[src/hdl/tcp_logger_pkg.sv]
package tcp_logger_pkg;

    // ####################################################################
    // widths
    // ####################################################################
    localparam int NOC_DATA_W = 256;
    localparam int MSG_LEN_W = 8;
    localparam int TOT_LEN_W = 16;
    localparam int TCP_HDR_W = 160;
    localparam int TIMESTAMP_W = 32;

    localparam int LOG_ENTRIES_LOG_2 = 4; // 16 entries.
    localparam int LOG_ADDR_W = LOG_ENTRIES_LOG_2;

    localparam logic [7:0] FORWARD_X = 8'h03;
    localparam logic [7:0] FORWARD_Y = 8'h05;

    // ####################################################################
    // flit and log formats
    // ####################################################################
    typedef struct packed {
        logic [7:0] dst_x;
        logic [7:0] dst_y;
        logic [7:0] src_x;
        logic [7:0] src_y;
        logic [MSG_LEN_W-1:0] msg_len; // body flits.
        logic [7:0] msg_type;
        logic [NOC_DATA_W-48-1:0] padding;
    } noc_hdr_flit;

    typedef struct packed {
        logic [TOT_LEN_W-1:0] data_payload_len;
        logic [NOC_DATA_W-TOT_LEN_W-1:0] padding;
    } ip_rx_meta_flit;

    typedef logic [TCP_HDR_W-1:0] tcp_pkt_hdr;

    typedef struct packed {
        logic [TIMESTAMP_W-1:0] timestamp;
        logic [TOT_LEN_W-1:0] pkt_len;
        tcp_pkt_hdr log_pkt_hdr;
    } log_entry_t;

    // ####################################################################
    // host register map
    // ####################################################################
    localparam int AXIL_ADDR_W = 12;
    localparam int AXIL_DATA_W = 32;
    localparam int LOG_WORDS = 7;
    localparam int LOG_WORD_IDX_W = 3;
    localparam int LOG_ENTRY_SHIFT = 5; // 32 bytes per entry.

    localparam logic [AXIL_ADDR_W-1:0] REG_COUNT_ADDR = 12'h000;
    localparam logic [AXIL_ADDR_W-1:0] LOG_BASE_ADDR = 12'h400;

    localparam logic [1:0] AXI_RESP_OKAY = 2'b00;
    localparam logic [1:0] AXI_RESP_SLVERR = 2'b10;

endpackage

[src/hdl/logger_ctrl_if.sv]
interface logger_ctrl_if;

    // strobes from the controller.
    logic store_hdr;
    logic store_len;
    logic incr_body;
    logic mod_hdr;
    logic log_wr;

    // status back from the datapath.
    logic last_flit;
    logic log_full;

    modport ctrl (
        output store_hdr, store_len, incr_body, mod_hdr, log_wr,
        input  last_flit, log_full
    );

    modport datap (
        input  store_hdr, store_len, incr_body, mod_hdr, log_wr,
        output last_flit, log_full
    );

endinterface

[src/hdl/tcp_logger_axil_reader.sv]
module tcp_logger_axil_reader (
     input  logic clk
    ,input  logic rst

    ,input  logic                                   arvalid
    ,output logic                                   arready
    ,input  logic [tcp_logger_pkg::AXIL_ADDR_W-1:0] araddr
    ,output logic                                   rvalid
    ,input  logic                                   rready
    ,output logic [tcp_logger_pkg::AXIL_DATA_W-1:0] rdata
    ,output logic [1:0]                             rresp

    ,input  logic                                   awvalid
    ,output logic                                   awready
    ,input  logic                                   wvalid
    ,output logic                                   wready
    ,output logic                                   bvalid
    ,input  logic                                   bready
    ,output logic [1:0]                             bresp

    ,input  logic [tcp_logger_pkg::LOG_ADDR_W:0]    entry_count
    ,output logic [tcp_logger_pkg::LOG_ADDR_W-1:0]  rd_addr
    ,input  tcp_logger_pkg::log_entry_t             rd_entry
);
    localparam int REGION_LSB = tcp_logger_pkg::LOG_ENTRY_SHIFT + tcp_logger_pkg::LOG_ADDR_W;
    localparam int AW = tcp_logger_pkg::AXIL_ADDR_W;

    typedef enum logic [1:0] {
        RD_IDLE,
        RD_MEM,
        RD_RESP
    } rd_state_t;

    rd_state_t rd_state;
    logic is_count;
    logic is_log;
    logic is_count_q;
    logic is_log_q;
    logic [tcp_logger_pkg::LOG_WORD_IDX_W-1:0] word_idx;
    logic [tcp_logger_pkg::LOG_WORD_IDX_W-1:0] word_q;
    logic [tcp_logger_pkg::AXIL_DATA_W-1:0] entry_word;
    logic wr_acc;

    // ####################################################################
    // read path
    // ####################################################################
    assign word_idx = araddr[2 +: tcp_logger_pkg::LOG_WORD_IDX_W];
    assign is_count = araddr[AW-1:2] == tcp_logger_pkg::REG_COUNT_ADDR[AW-1:2];
    assign is_log = (araddr[AW-1:REGION_LSB] == tcp_logger_pkg::LOG_BASE_ADDR[AW-1:REGION_LSB])
        && (word_idx < tcp_logger_pkg::LOG_WORD_IDX_W'(tcp_logger_pkg::LOG_WORDS));

    assign rd_addr = araddr[tcp_logger_pkg::LOG_ENTRY_SHIFT +: tcp_logger_pkg::LOG_ADDR_W];
    assign arready = rd_state == RD_IDLE;
    assign rvalid = rd_state == RD_RESP;

    always_comb begin
        case (word_q)
            3'd0: entry_word = rd_entry.timestamp;
            3'd1: entry_word = 32'(rd_entry.pkt_len);
            3'd2: entry_word = rd_entry.log_pkt_hdr[159:128]; // msw first.
            3'd3: entry_word = rd_entry.log_pkt_hdr[127:96];
            3'd4: entry_word = rd_entry.log_pkt_hdr[95:64];
            3'd5: entry_word = rd_entry.log_pkt_hdr[63:32];
            default: entry_word = rd_entry.log_pkt_hdr[31:0];
        endcase
    end

    always_ff @(posedge clk) begin
        if (rst) begin
            rd_state <= RD_IDLE;
        end else begin
            case (rd_state)
                RD_IDLE: if (arvalid) rd_state <= RD_MEM;
                RD_MEM: rd_state <= RD_RESP;
                default: if (rready) rd_state <= RD_IDLE;
            endcase
        end
    end

    always_ff @(posedge clk) begin
        if (arvalid && arready) begin
            is_count_q <= is_count;
            is_log_q <= is_log;
            word_q <= word_idx;
        end
        if (rd_state == RD_MEM) begin
            if (is_log_q) begin
                rdata <= entry_word;
                rresp <= tcp_logger_pkg::AXI_RESP_OKAY;
            end else if (is_count_q) begin
                rdata <= 32'(entry_count);
                rresp <= tcp_logger_pkg::AXI_RESP_OKAY;
            end else begin
                rdata <= '0;
                rresp <= tcp_logger_pkg::AXI_RESP_SLVERR;
            end
        end
    end

    // ####################################################################
    // write path, always rejected
    // ####################################################################
    assign awready = wr_acc;
    assign wready = wr_acc;
    assign bresp = tcp_logger_pkg::AXI_RESP_SLVERR;

    always_ff @(posedge clk) begin
        if (rst) begin
            wr_acc <= 1'b0;
            bvalid <= 1'b0;
        end else begin
            wr_acc <= awvalid & wvalid & ~wr_acc & ~bvalid; // one cycle pulse.
            if (wr_acc) begin
                bvalid <= 1'b1;
            end else if (bready) begin
                bvalid <= 1'b0;
            end
        end
    end

endmodule

[src/hdl/tcp_logger_log_mem.sv]
module tcp_logger_log_mem (
     input  logic clk

    ,input  logic                                  wr_en
    ,input  logic [tcp_logger_pkg::LOG_ADDR_W-1:0] wr_addr
    ,input  tcp_logger_pkg::log_entry_t            wr_entry

    ,input  logic [tcp_logger_pkg::LOG_ADDR_W-1:0] rd_addr
    ,output tcp_logger_pkg::log_entry_t            rd_entry
);
    localparam int DEPTH = 1 << tcp_logger_pkg::LOG_ADDR_W;

    tcp_logger_pkg::log_entry_t mem [DEPTH];

    always_ff @(posedge clk) begin
        if (wr_en) begin
            mem[wr_addr] <= wr_entry;
        end
    end

    // one cycle read latency.
    always_ff @(posedge clk) begin
        rd_entry <= mem[rd_addr];
    end

endmodule

[src/hdl/tcp_logger_record_ctrl.sv]
module tcp_logger_record_ctrl (
     input  logic clk
    ,input  logic rst

    ,input  logic in_val
    ,output logic in_rdy
    ,input  logic out_rdy

    ,logger_ctrl_if.ctrl ctrl
);
    typedef enum logic [1:0] {
        ST_HDR,
        ST_META,
        ST_TCP,
        ST_BODY
    } state_t;

    state_t state_reg;
    state_t state_next;
    logic flit_hs;

    // link is a straight pass-through, ready comes from downstream.
    assign in_rdy = out_rdy;
    assign flit_hs = in_val & out_rdy;

    always_comb begin
        state_next = state_reg;
        ctrl.store_hdr = 1'b0;
        ctrl.store_len = 1'b0;
        ctrl.incr_body = 1'b0;
        ctrl.mod_hdr = 1'b0;
        ctrl.log_wr = 1'b0;

        case (state_reg)
            ST_HDR: begin
                ctrl.mod_hdr = 1'b1; // rewrite destination.
                ctrl.store_hdr = flit_hs;
                if (flit_hs) begin
                    state_next = ST_META;
                end
            end
            ST_META: begin
                ctrl.store_len = flit_hs;
                ctrl.incr_body = flit_hs;
                if (flit_hs) begin
                    state_next = ctrl.last_flit ? ST_HDR : ST_TCP;
                end
            end
            ST_TCP: begin
                ctrl.incr_body = flit_hs;
                ctrl.log_wr = flit_hs & ~ctrl.log_full; // drop once full.
                if (flit_hs) begin
                    state_next = ctrl.last_flit ? ST_HDR : ST_BODY;
                end
            end
            default: begin
                ctrl.incr_body = flit_hs;
                if (flit_hs && ctrl.last_flit) begin
                    state_next = ST_HDR;
                end
            end
        endcase
    end

    always_ff @(posedge clk) begin
        if (rst) begin
            state_reg <= ST_HDR;
        end else begin
            state_reg <= state_next;
        end
    end

endmodule

[src/hdl/tcp_logger_record_datap.sv]
module tcp_logger_record_datap (
     input  logic clk
    ,input  logic rst

    ,input  logic [tcp_logger_pkg::NOC_DATA_W-1:0] in_data
    ,output logic [tcp_logger_pkg::NOC_DATA_W-1:0] out_data

    ,logger_ctrl_if.datap datap

    ,output logic                                  wr_en
    ,output logic [tcp_logger_pkg::LOG_ADDR_W-1:0] wr_addr
    ,output tcp_logger_pkg::log_entry_t            wr_entry

    ,output logic [tcp_logger_pkg::LOG_ADDR_W:0]   entry_count
);
    tcp_logger_pkg::noc_hdr_flit hdr_in;
    tcp_logger_pkg::noc_hdr_flit hdr_out;
    tcp_logger_pkg::ip_rx_meta_flit meta_in;

    logic [tcp_logger_pkg::MSG_LEN_W-1:0] msg_len_reg;
    logic [tcp_logger_pkg::MSG_LEN_W-1:0] body_cnt_reg;
    logic [tcp_logger_pkg::TOT_LEN_W-1:0] pkt_len_reg;
    logic [tcp_logger_pkg::TIMESTAMP_W-1:0] timestamp_reg;
    logic [tcp_logger_pkg::LOG_ADDR_W:0] log_addr_reg; // msb is the full bit.

    assign hdr_in = in_data;
    assign meta_in = in_data;

    // ####################################################################
    // forwarding
    // ####################################################################
    always_comb begin
        hdr_out = hdr_in;
        if (datap.mod_hdr) begin
            hdr_out.dst_x = tcp_logger_pkg::FORWARD_X;
            hdr_out.dst_y = tcp_logger_pkg::FORWARD_Y;
        end
    end

    assign out_data = hdr_out;

    // ####################################################################
    // message tracking and logging
    // ####################################################################
    assign datap.last_flit = body_cnt_reg == (msg_len_reg - 1'b1);
    assign datap.log_full = log_addr_reg[tcp_logger_pkg::LOG_ADDR_W];

    assign wr_en = datap.log_wr;
    assign wr_addr = log_addr_reg[tcp_logger_pkg::LOG_ADDR_W-1:0];
    assign entry_count = log_addr_reg;

    assign wr_entry.timestamp = timestamp_reg;
    assign wr_entry.pkt_len = pkt_len_reg;
    assign wr_entry.log_pkt_hdr =
        in_data[tcp_logger_pkg::NOC_DATA_W-1 -: tcp_logger_pkg::TCP_HDR_W];

    always_ff @(posedge clk) begin
        if (rst) begin
            timestamp_reg <= '0;
            log_addr_reg <= '0;
            body_cnt_reg <= '0;
        end else begin
            timestamp_reg <= timestamp_reg + 1'b1;
            if (datap.log_wr) begin
                log_addr_reg <= log_addr_reg + 1'b1;
            end
            if (datap.store_hdr) begin
                body_cnt_reg <= '0;
            end else if (datap.incr_body) begin
                body_cnt_reg <= body_cnt_reg + 1'b1;
            end
        end
    end

    always_ff @(posedge clk) begin
        if (datap.store_hdr) begin
            msg_len_reg <= hdr_in.msg_len;
        end
        if (datap.store_len) begin
            pkt_len_reg <= meta_in.data_payload_len;
        end
    end

endmodule

[src/hdl/tcp_logger_top.sv]
module tcp_logger_top (
     input  logic clk
    ,input  logic rst

    ,input  logic                                   in_val
    ,input  logic [tcp_logger_pkg::NOC_DATA_W-1:0]  in_data
    ,output logic                                   in_rdy

    ,output logic                                   out_val
    ,output logic [tcp_logger_pkg::NOC_DATA_W-1:0]  out_data
    ,input  logic                                   out_rdy

    ,input  logic                                   arvalid
    ,output logic                                   arready
    ,input  logic [tcp_logger_pkg::AXIL_ADDR_W-1:0] araddr
    ,output logic                                   rvalid
    ,input  logic                                   rready
    ,output logic [tcp_logger_pkg::AXIL_DATA_W-1:0] rdata
    ,output logic [1:0]                             rresp
    ,input  logic                                   awvalid
    ,output logic                                   awready
    ,input  logic                                   wvalid
    ,output logic                                   wready
    ,output logic                                   bvalid
    ,input  logic                                   bready
    ,output logic [1:0]                             bresp
);
    logger_ctrl_if ctrl_if ();

    logic wr_en;
    logic [tcp_logger_pkg::LOG_ADDR_W-1:0] wr_addr;
    logic [tcp_logger_pkg::LOG_ADDR_W-1:0] rd_addr;
    logic [tcp_logger_pkg::LOG_ADDR_W:0] entry_count;
    tcp_logger_pkg::log_entry_t wr_entry;
    tcp_logger_pkg::log_entry_t rd_entry;

    assign out_val = in_val; // no storage on the link.

    tcp_logger_record_ctrl u_ctrl (
         .clk     (clk)
        ,.rst     (rst)
        ,.in_val  (in_val)
        ,.in_rdy  (in_rdy)
        ,.out_rdy (out_rdy)
        ,.ctrl    (ctrl_if.ctrl)
    );

    tcp_logger_record_datap u_datap (
         .clk         (clk)
        ,.rst         (rst)
        ,.in_data     (in_data)
        ,.out_data    (out_data)
        ,.datap       (ctrl_if.datap)
        ,.wr_en       (wr_en)
        ,.wr_addr     (wr_addr)
        ,.wr_entry    (wr_entry)
        ,.entry_count (entry_count)
    );

    tcp_logger_log_mem u_mem (
         .clk      (clk)
        ,.wr_en    (wr_en)
        ,.wr_addr  (wr_addr)
        ,.wr_entry (wr_entry)
        ,.rd_addr  (rd_addr)
        ,.rd_entry (rd_entry)
    );

    tcp_logger_axil_reader u_reader (
         .clk         (clk)
        ,.rst         (rst)
        ,.arvalid     (arvalid)
        ,.arready     (arready)
        ,.araddr      (araddr)
        ,.rvalid      (rvalid)
        ,.rready      (rready)
        ,.rdata       (rdata)
        ,.rresp       (rresp)
        ,.awvalid     (awvalid)
        ,.awready     (awready)
        ,.wvalid      (wvalid)
        ,.wready      (wready)
        ,.bvalid      (bvalid)
        ,.bready      (bready)
        ,.bresp       (bresp)
        ,.entry_count (entry_count)
        ,.rd_addr     (rd_addr)
        ,.rd_entry    (rd_entry)
    );

endmodule

[config.mk]
export PLATFORM = sky130hd
export DESIGN_NAME = tcp_logger_top
export DESIGN_NICKNAME = d
export VERILOG_FILES = /design/src/hdl/tcp_logger_pkg.sv /design/src/hdl/logger_ctrl_if.sv /design/src/hdl/tcp_logger_axil_reader.sv /design/src/hdl/tcp_logger_log_mem.sv /design/src/hdl/tcp_logger_record_ctrl.sv /design/src/hdl/tcp_logger_record_datap.sv /design/src/hdl/tcp_logger_top.sv
export SDC_FILE = /design/constraint.sdc
export NUM_CORES = 2
export LEC_CHECK = 0
export BUFFER_PORTS_ARGS = -buffer_cell sky130_fd_sc_hd__clkbuf_2
export CAP_MARGIN = 0
export CORE_MARGIN = 2
export CORE_UTILIZATION = 40
export CTS_BUF_LIST = sky130_fd_sc_hd__clkbuf_2 sky130_fd_sc_hd__clkbuf_4 sky130_fd_sc_hd__clkbuf_8
export DETAILED_ROUTE_END_ITERATION = 8
export PLACE_DENSITY = 0.58
export SLEW_MARGIN = 40
export SYNTH_ARGS = -nofsm -noshare
export SYNTH_HDL_FRONTEND = slang
export SYNTH_SLANG_ARGS = --single-unit
[constraint.sdc]
create_clock -name clk -period 23.9 [get_ports clk]
set_clock_uncertainty 0.2 [all_clocks]
set_input_delay 3.585 -clock clk [delete_from_list [all_inputs] [get_ports clk]]
set_output_delay 3.585 -clock clk [all_outputs]
set_load 0.05 [all_outputs]
Yosys cells after proc, flatten, opt, wreduce, memory -nomap -nowiden. Memories as Yosys holds them, arrays and structs flattened. A register that Yosys moved wholly into a read port is not among the register bits. Cells that the tools add are included.

Flip-flop bits (word level): 114. Latch bits: 0. RAM bits: 3328. Memory bits (read-only): 0. Output and inout bits: 299. Logic and storage cells: 80. Memories kept: 1.

Memory list: u_mem.mem (depth 16, width 208, read ports 1, clocked after Yosys merged registers in 1, wr ports 1, RTL line tcp_logger_log_mem.sv:13) `tcp_logger_pkg::log_entry_t mem [DEPTH];`.

$add $sub $neg: 4. Multipliers: 0. Divide/modulo/power cells: 0. Magnitude comparators: 1. Eq/ne operators: 15. Shift-type cells: 0. Muxes and demuxes: 24. Bitwise gates (word level): 8. Reductions and logical operators: 13.

Operators with widths (number): $pmux 32 s6 (1); $add 32x1->32 const B (1); $mux 32 (1); $mux 2 (9); $mux 16 (1); $logic_not 10->1 (1); $eq 3x2->1 const B (3); $mux 1 (9); $add 8x1->8 const B (1); $eq 8x8->1 (1); $sub 8x1->8 const B (1); $eq 3x3->1 const B (2); $ne 2x1->1 const B (3); $pmux 2 s3 (1); $add 5x1->5 const B (1); $and 1x1->1 (5); $mux 5 (1); $eq 2x1->1 const B (2); $eq 2x2->1 const B (2); $logic_not 2->1 (2); $pmux 2 s2 (1); $reduce_and 4->1 (1); $reduce_bool 4->1 (1); $eq 3x1->1 const B (1); 9 further kinds (13).

Depth between registers and ports, before layout.
Depth after elaboration: 5. Depth in mapped cells: 9. Depth with buffers taken out: 8.

By module. From an unflattened synthesis, not the netlist that was laid out.

Cell total of the unflattened synthesis: 6514. Area total of the unflattened synthesis: 138278.9 um2.

By module, submodules not included: tcp_logger_log_mem (instances 1, cells an instance 5468, area an instance 128731.0 um2, sequential area each 104099.8 um2); tcp_logger_record_datap (instances 1, cells an instance 694, area an instance 6023.3 um2, sequential area each 1621.6 um2); tcp_logger_axil_reader (instances 1, cells an instance 337, area an instance 3392.0 um2, sequential area each 1221.2 um2); tcp_logger_record_ctrl (instances 1, cells an instance 14, area an instance 125.1 um2, sequential area each 40.0 um2); tcp_logger_top (instances 1, cells an instance 1, area an instance 7.5 um2, sequential area each 0.0 um2).

Worst setup path after synthesis. OpenSTA, ideal clock, no wires.

Path kind: input port to flip-flop. From: input in_val. To: memory u_mem.mem[3][0] (netlist bit) (enable). Library setup time: 1.030 ns. Data arrival time: 18.528 ns. Slack: 4.143 ns. Stages: 4. Cell sequence: nand2_1 -> nor4b_2 -> nand2_1 -> nor3_1.

Word-level cells in the longest chain between the ends: 5.

Ends and longest elaborated chain: start: declaration (RTL line tcp_logger_top.sv:5) `,input logic in_val`; $and 1x1->1 (RTL line tcp_logger_record_ctrl.sv:24) `assign flit_hs = in_val & out_rdy;`; $and 1x1->1 (RTL line tcp_logger_record_ctrl.sv:51) `ctrl.log_wr = flit_hs & ~ctrl.log_full;`; $mux 1 (RTL line tcp_logger_record_ctrl.sv:34) `case (state_reg)`; $mux 1 (RTL line tcp_logger_log_mem.sv:16) `if (wr_en) begin`; $mux 1 (not written as such) (RTL line tcp_logger_log_mem.sv:17) `mem[wr_addr] <= wr_entry;`; end: declaration (RTL line tcp_logger_log_mem.sv:13).

Every way passes these cells.

Final worst setup path.
From: input in_data[240] (netlist bit). To: output out_data[240] (netlist bit).

Word-level cells in the longest chain between the ends: 1.

Ends and longest elaborated chain: start: declaration (RTL line tcp_logger_top.sv:6) `,input logic [tcp_logger_pkg::NOC_DATA_W-1:0] in_data`; $mux 16 (RTL line tcp_logger_record_datap.sv:34) `if (datap.mod_hdr) begin`; end: declaration (RTL line tcp_logger_top.sv:10) `,output logic [tcp_logger_pkg::NOC_DATA_W-1:0] out_data`.

Every way passes these cells.

==> impl_summary.txt <==
----------------------------------------------------
[Outcome]
  Status ... finished, final reports clean

[Synth]
  Post-Syn Area ... 138500 µm²
  Ys async rst share ... 0
  Proportion of netlist area held by the largest area contributor ... 0.7350
  Yosys top cell by area ... edfxtp_1
  Part of the Yosys area used for sequential elements ... 0.7724
  Main flop type after synthesis ... edfxtp_1
  Largest cells by area after synthesis ... edfxtp_1 73%, mux4_2 14%, dfxtp_1 3.7%
  Mean instance size in the synthesized netlist ... 21.56 µm²
  Cell count after synthesis ... 6425
  Post-synth EDFFs ... 3390
  Netlist cell types ... 49
  Flops & latches, synth ... 3649
  Number of warnings reported in the yosys synthesis log ... 0

[Critical path]
  List of cells traversed by the critical path ... clkbuf_2 > or2_2 > clkbuf_2
  CP required ... 20.11 ns
  Startpoint class of the critical path ... input pin
  Kind of end point of the critical path ... output port
  RR Endpoint ... u_mem.mem[13][135]
  Critical path peak fanout ... 18
  Stage delay of the slowest cell on the critical path ... 0.40 ns
  Data arrival time of the critical path ... 4.54 ns
  Crit path top cell by count ... clkbuf_2
  Cell family with the largest share of critical-path delay ... buffers and inverters
  Critical R2R Launch ... u_datap.entry_count[4]
  Flop-to-flop setup slack ... 18.59 ns
  Number of cells on the worst reg-to-reg path ... 8
  CP max stage cell ... or2_2
  Worst Setup Path Type ... in2out
  CP bufs+invs ... 2

[STA]
  Fin. Hold Viols ... 0
  Worst path setup slack after routing ... 15.57 ns
  Sum of negative setup slack ... 0 ns
  Unrepaired setup endpoints after global routing ... no
  Slew of the pin with the lowest slew margin ... 1.035 ns
  Post-route fraction of the period consumed by the critical path ... 0.3484
  Maximum clock frequency ... 120.1 MHz
  Final critical delay including setup and external delays ... 8.326 ns
  Count of final max-slew check failures ... 0
  Max_slew headroom ... 0.3101
  Final setup viols ... 0

[Final layout]
  Non-filler instance count after layout ... 12.05k
  Max FFs per register ... 3328
  Filler cell count in the final layout ... 29.00k
  Registers with the most flip-flops ... u_mem.mem (3328), u_mem.rd_entry (208)
  Number of nets at the end of the flow ... 7254
  Post-layout util ... 0.4551
  Top register by number of flip-flops ... u_mem.mem
  Register area ... 107000 µm²
  Fin area ... 157200 µm²
  Multi-input combinational cell area ... 28280 µm²
  Synth-to-layout area growth ... 13.50%
  Fraction of layout instances using a drive strength above 1 ... 0.3290

[Drt]
  DRC violations left ... 0
  Wirelength, routed ... 352.3 mm
  Total vias in the final route ... 65.79k
  Count of nets left with antenna violations after detail routing ... 0
  Via density ... 5.458
  Violation count after the first detailed-routing iteration ... 5890
  Average wire length per cell after detail routing ... 29.23 µm
  Number of detailed-routing iterations run before antenna repair ... 5

[Clock network]
  Buffers inserted during post-CTS setup optimization ... 0
  Clock sinks ... 3649
  Clock root buffer ... clkbuf_8
  Maximum level of the CTS H-tree ... 6
  CTS clk-pin slew, worst paths ... 0.06 ns
  Latest clock arrival within the worst-skew pair ... 1.15 ns
  Number of CTS-inserted buffers ... 596
  Maximum number of buffers from clock root to sink ... 4
  Cts repair resizes ... 0
  Quantity of hold-fixing buffers added after cts ... 0
  Clock tree from TritonCTS ... yes

[Placement]
  Total of buffers placed on input and output ports ... 378
  Placed Area ... 144600 µm²
  Final GP Congestion ... 0.7609
  Pre-CTS setup slack ... 14.87 ns
  Inst Count DP ... 10.94k
  DP HPWL ... 189.4 mm

[Die]
  # rows ... 216
  DIE AREA ... 351000 µm²
  Number of primary I/O pins ... 576
  Die width ... 592.4 µm
  Initial core utilization ... 0.4010
  Die Y ... 592.4 µm
  Core ar. ... 345400 µm²

[Pwr]
  Worst IR drop on VDD ... 0.05586 mV
  Power per cell area ... 84.28 nW/µm²
  Reported leakage power ... 50.78 nW

[GRT]
  Overall track demand over capacity in global routing ... 0.1978
  Vias in the first global route ... 68.65k
  Wire length of the first global-routing pass ... 497.1 mm
  Initial antenna violation count ... 21
  Maximum number of pins on one net before global-route repair ... 145
  GR Overflow Total ... 0

[Job]
  Reported max-cap violation count ... 0

[Hold path]
  Beginning of the worst hold path ... u_reader.bvalid
  Hold depth ... 1
  Worst-case hold path end point ... u_reader.awready
  Hold Crit Class ... reg2reg

----------------------------------------------------
==> final cells by class <==
type,instances,share of cell area
diodes,14,0.0002229
clock buffers,926,0.07073
clock inverters,164,0.008103
inverters,12,0.0002865
multi-input cells,2173,0.1799
flip-flops and latches,3649,0.6806
well taps,4578,0.03644
repair buffers,538,0.02372
==> stage by stage <==
step                hold WS (ns)  power [mW]
global route              0.2693       13.68
global placement          0.2395       7.822
CTS                       0.2529       13.38
finish                    0.2493       13.25
detailed placement        0.2451       7.833
floorplan                 0.2782       7.609
==> routing by layer <==
metal / GRT usage / vias up / part of all wire
met1: 0.2604 / 35590 / 0.41
met4: 0.06543 / 6 / 0.031
li1: - / 27560 / -
met2: 0.3365 / 2018 / 0.50
met5: 0 / - / 0.00011
met3: 0.03064 / 617 / 0.055
==> cells in the final DEF (no fill, tap or decap), types with 12 or more instances in the layout <==
master | netlist | routed
edfxtp_1 | 3390 | 3390
mux4_2 | 841 | 841
clkbuf_8 | 0 | 667
clkbuf_2 | 0 | 373
clkbuf_4 | 0 | 260
dfxtp_1 | 259 | 258
nor2b_1 | 238 | 237
mux2i_1 | 234 | 229
a21oi_1 | 228 | 228
a211oi_1 | 215 | 214
nor2_1 | 104 | 91
buf_4 | 257 | 78
clkinv_1 | 0 | 75
buf_6 | 0 | 49
nand2_1 | 47 | 46
o21ai_0 | 45 | 41
clkinv_2 | 0 | 29
xor2_1 | 23 | 23
xnor2_1 | 21 | 21
buf_12 | 0 | 21
mux2_2 | 19 | 19
a21o_1 | 18 | 18
nand3_1 | 16 | 16
a221oi_1 | 16 | 16
diode_2 | 0 | 14
a22oi_1 | 14 | 14
inv_8 | 0 | 14
inv_1 | 12 | 12
nor2_4 | 0 | 12
inv_6 | 0 | 12
==> power by group <==
group | internal (mW) | leakage [nW] | switching (mW)
logic | 0.223 | 11.4 | 0.417
registers | 7.00 | 32.8 | 0.0479
clock network | 3.07 | 6.59 | 2.49
==> cells in the mapped netlist, drive strengths merged, types with 6 or more instances <==
master     n
buf      409
nand4      9
a21o      18
ha         7
xnor2     21
nand2     47
a221oi    16
nor2     104
nor4       7
nor2b    238
dfxtp    259
a22oi     14
xor2      23
mux2i    234
mux4     841
inv       12
a21oi    228
nor3      13
mux2      19
nand3     16
clkbuf   183
a31oi      7
edfxtp  3390
a211oi   215
o21ai     45
or3        6
==> worst register-to-register path: stages, from the launching register on <==
cell	delay [ns]
dfxtp_1	0.43
nor4b_2	0.31
buf_4	0.26
nand2_1	0.27
nor2_4	0.67
buf_4	0.72
buf_4	0.74
buf_6	0.63
buf_6	0.65
==> kinds of logic after synthesis <==
family / count (synthesis) / synth area share
and+or+nand+nor: 471 / 0.01911
muxes: 1094 / 0.1552
buffers and inverters: 604 / 0.02458
other: 2 / 0.00005422
xor gates and xnor gates: 44 / 0.002782
AOI/OAI and AO/OA: 554 / 0.02522
adders and majority gates: 7 / 0.0006323
DFF: 3649 / 0.7724
==> worst max-delay path by stage <==
stage	startpoint	end	slack, ns	cells past startpoint
after floorplan	in_val	u_mem.mem[3][0]	4.14	4
after global placement	in_val	u_mem.mem[13][96]	14.53	10
after detailed placement	in_val	u_mem.mem[13][100]	14.87	10
after CTS	in_data[240]	out_data[240]	15.56	3
after global routing	in_data[242]	out_data[242]	15.52	3
final	in_data[240]	out_data[240]	15.57	3
Note: power is estimated with default switching activity, not from simulation.
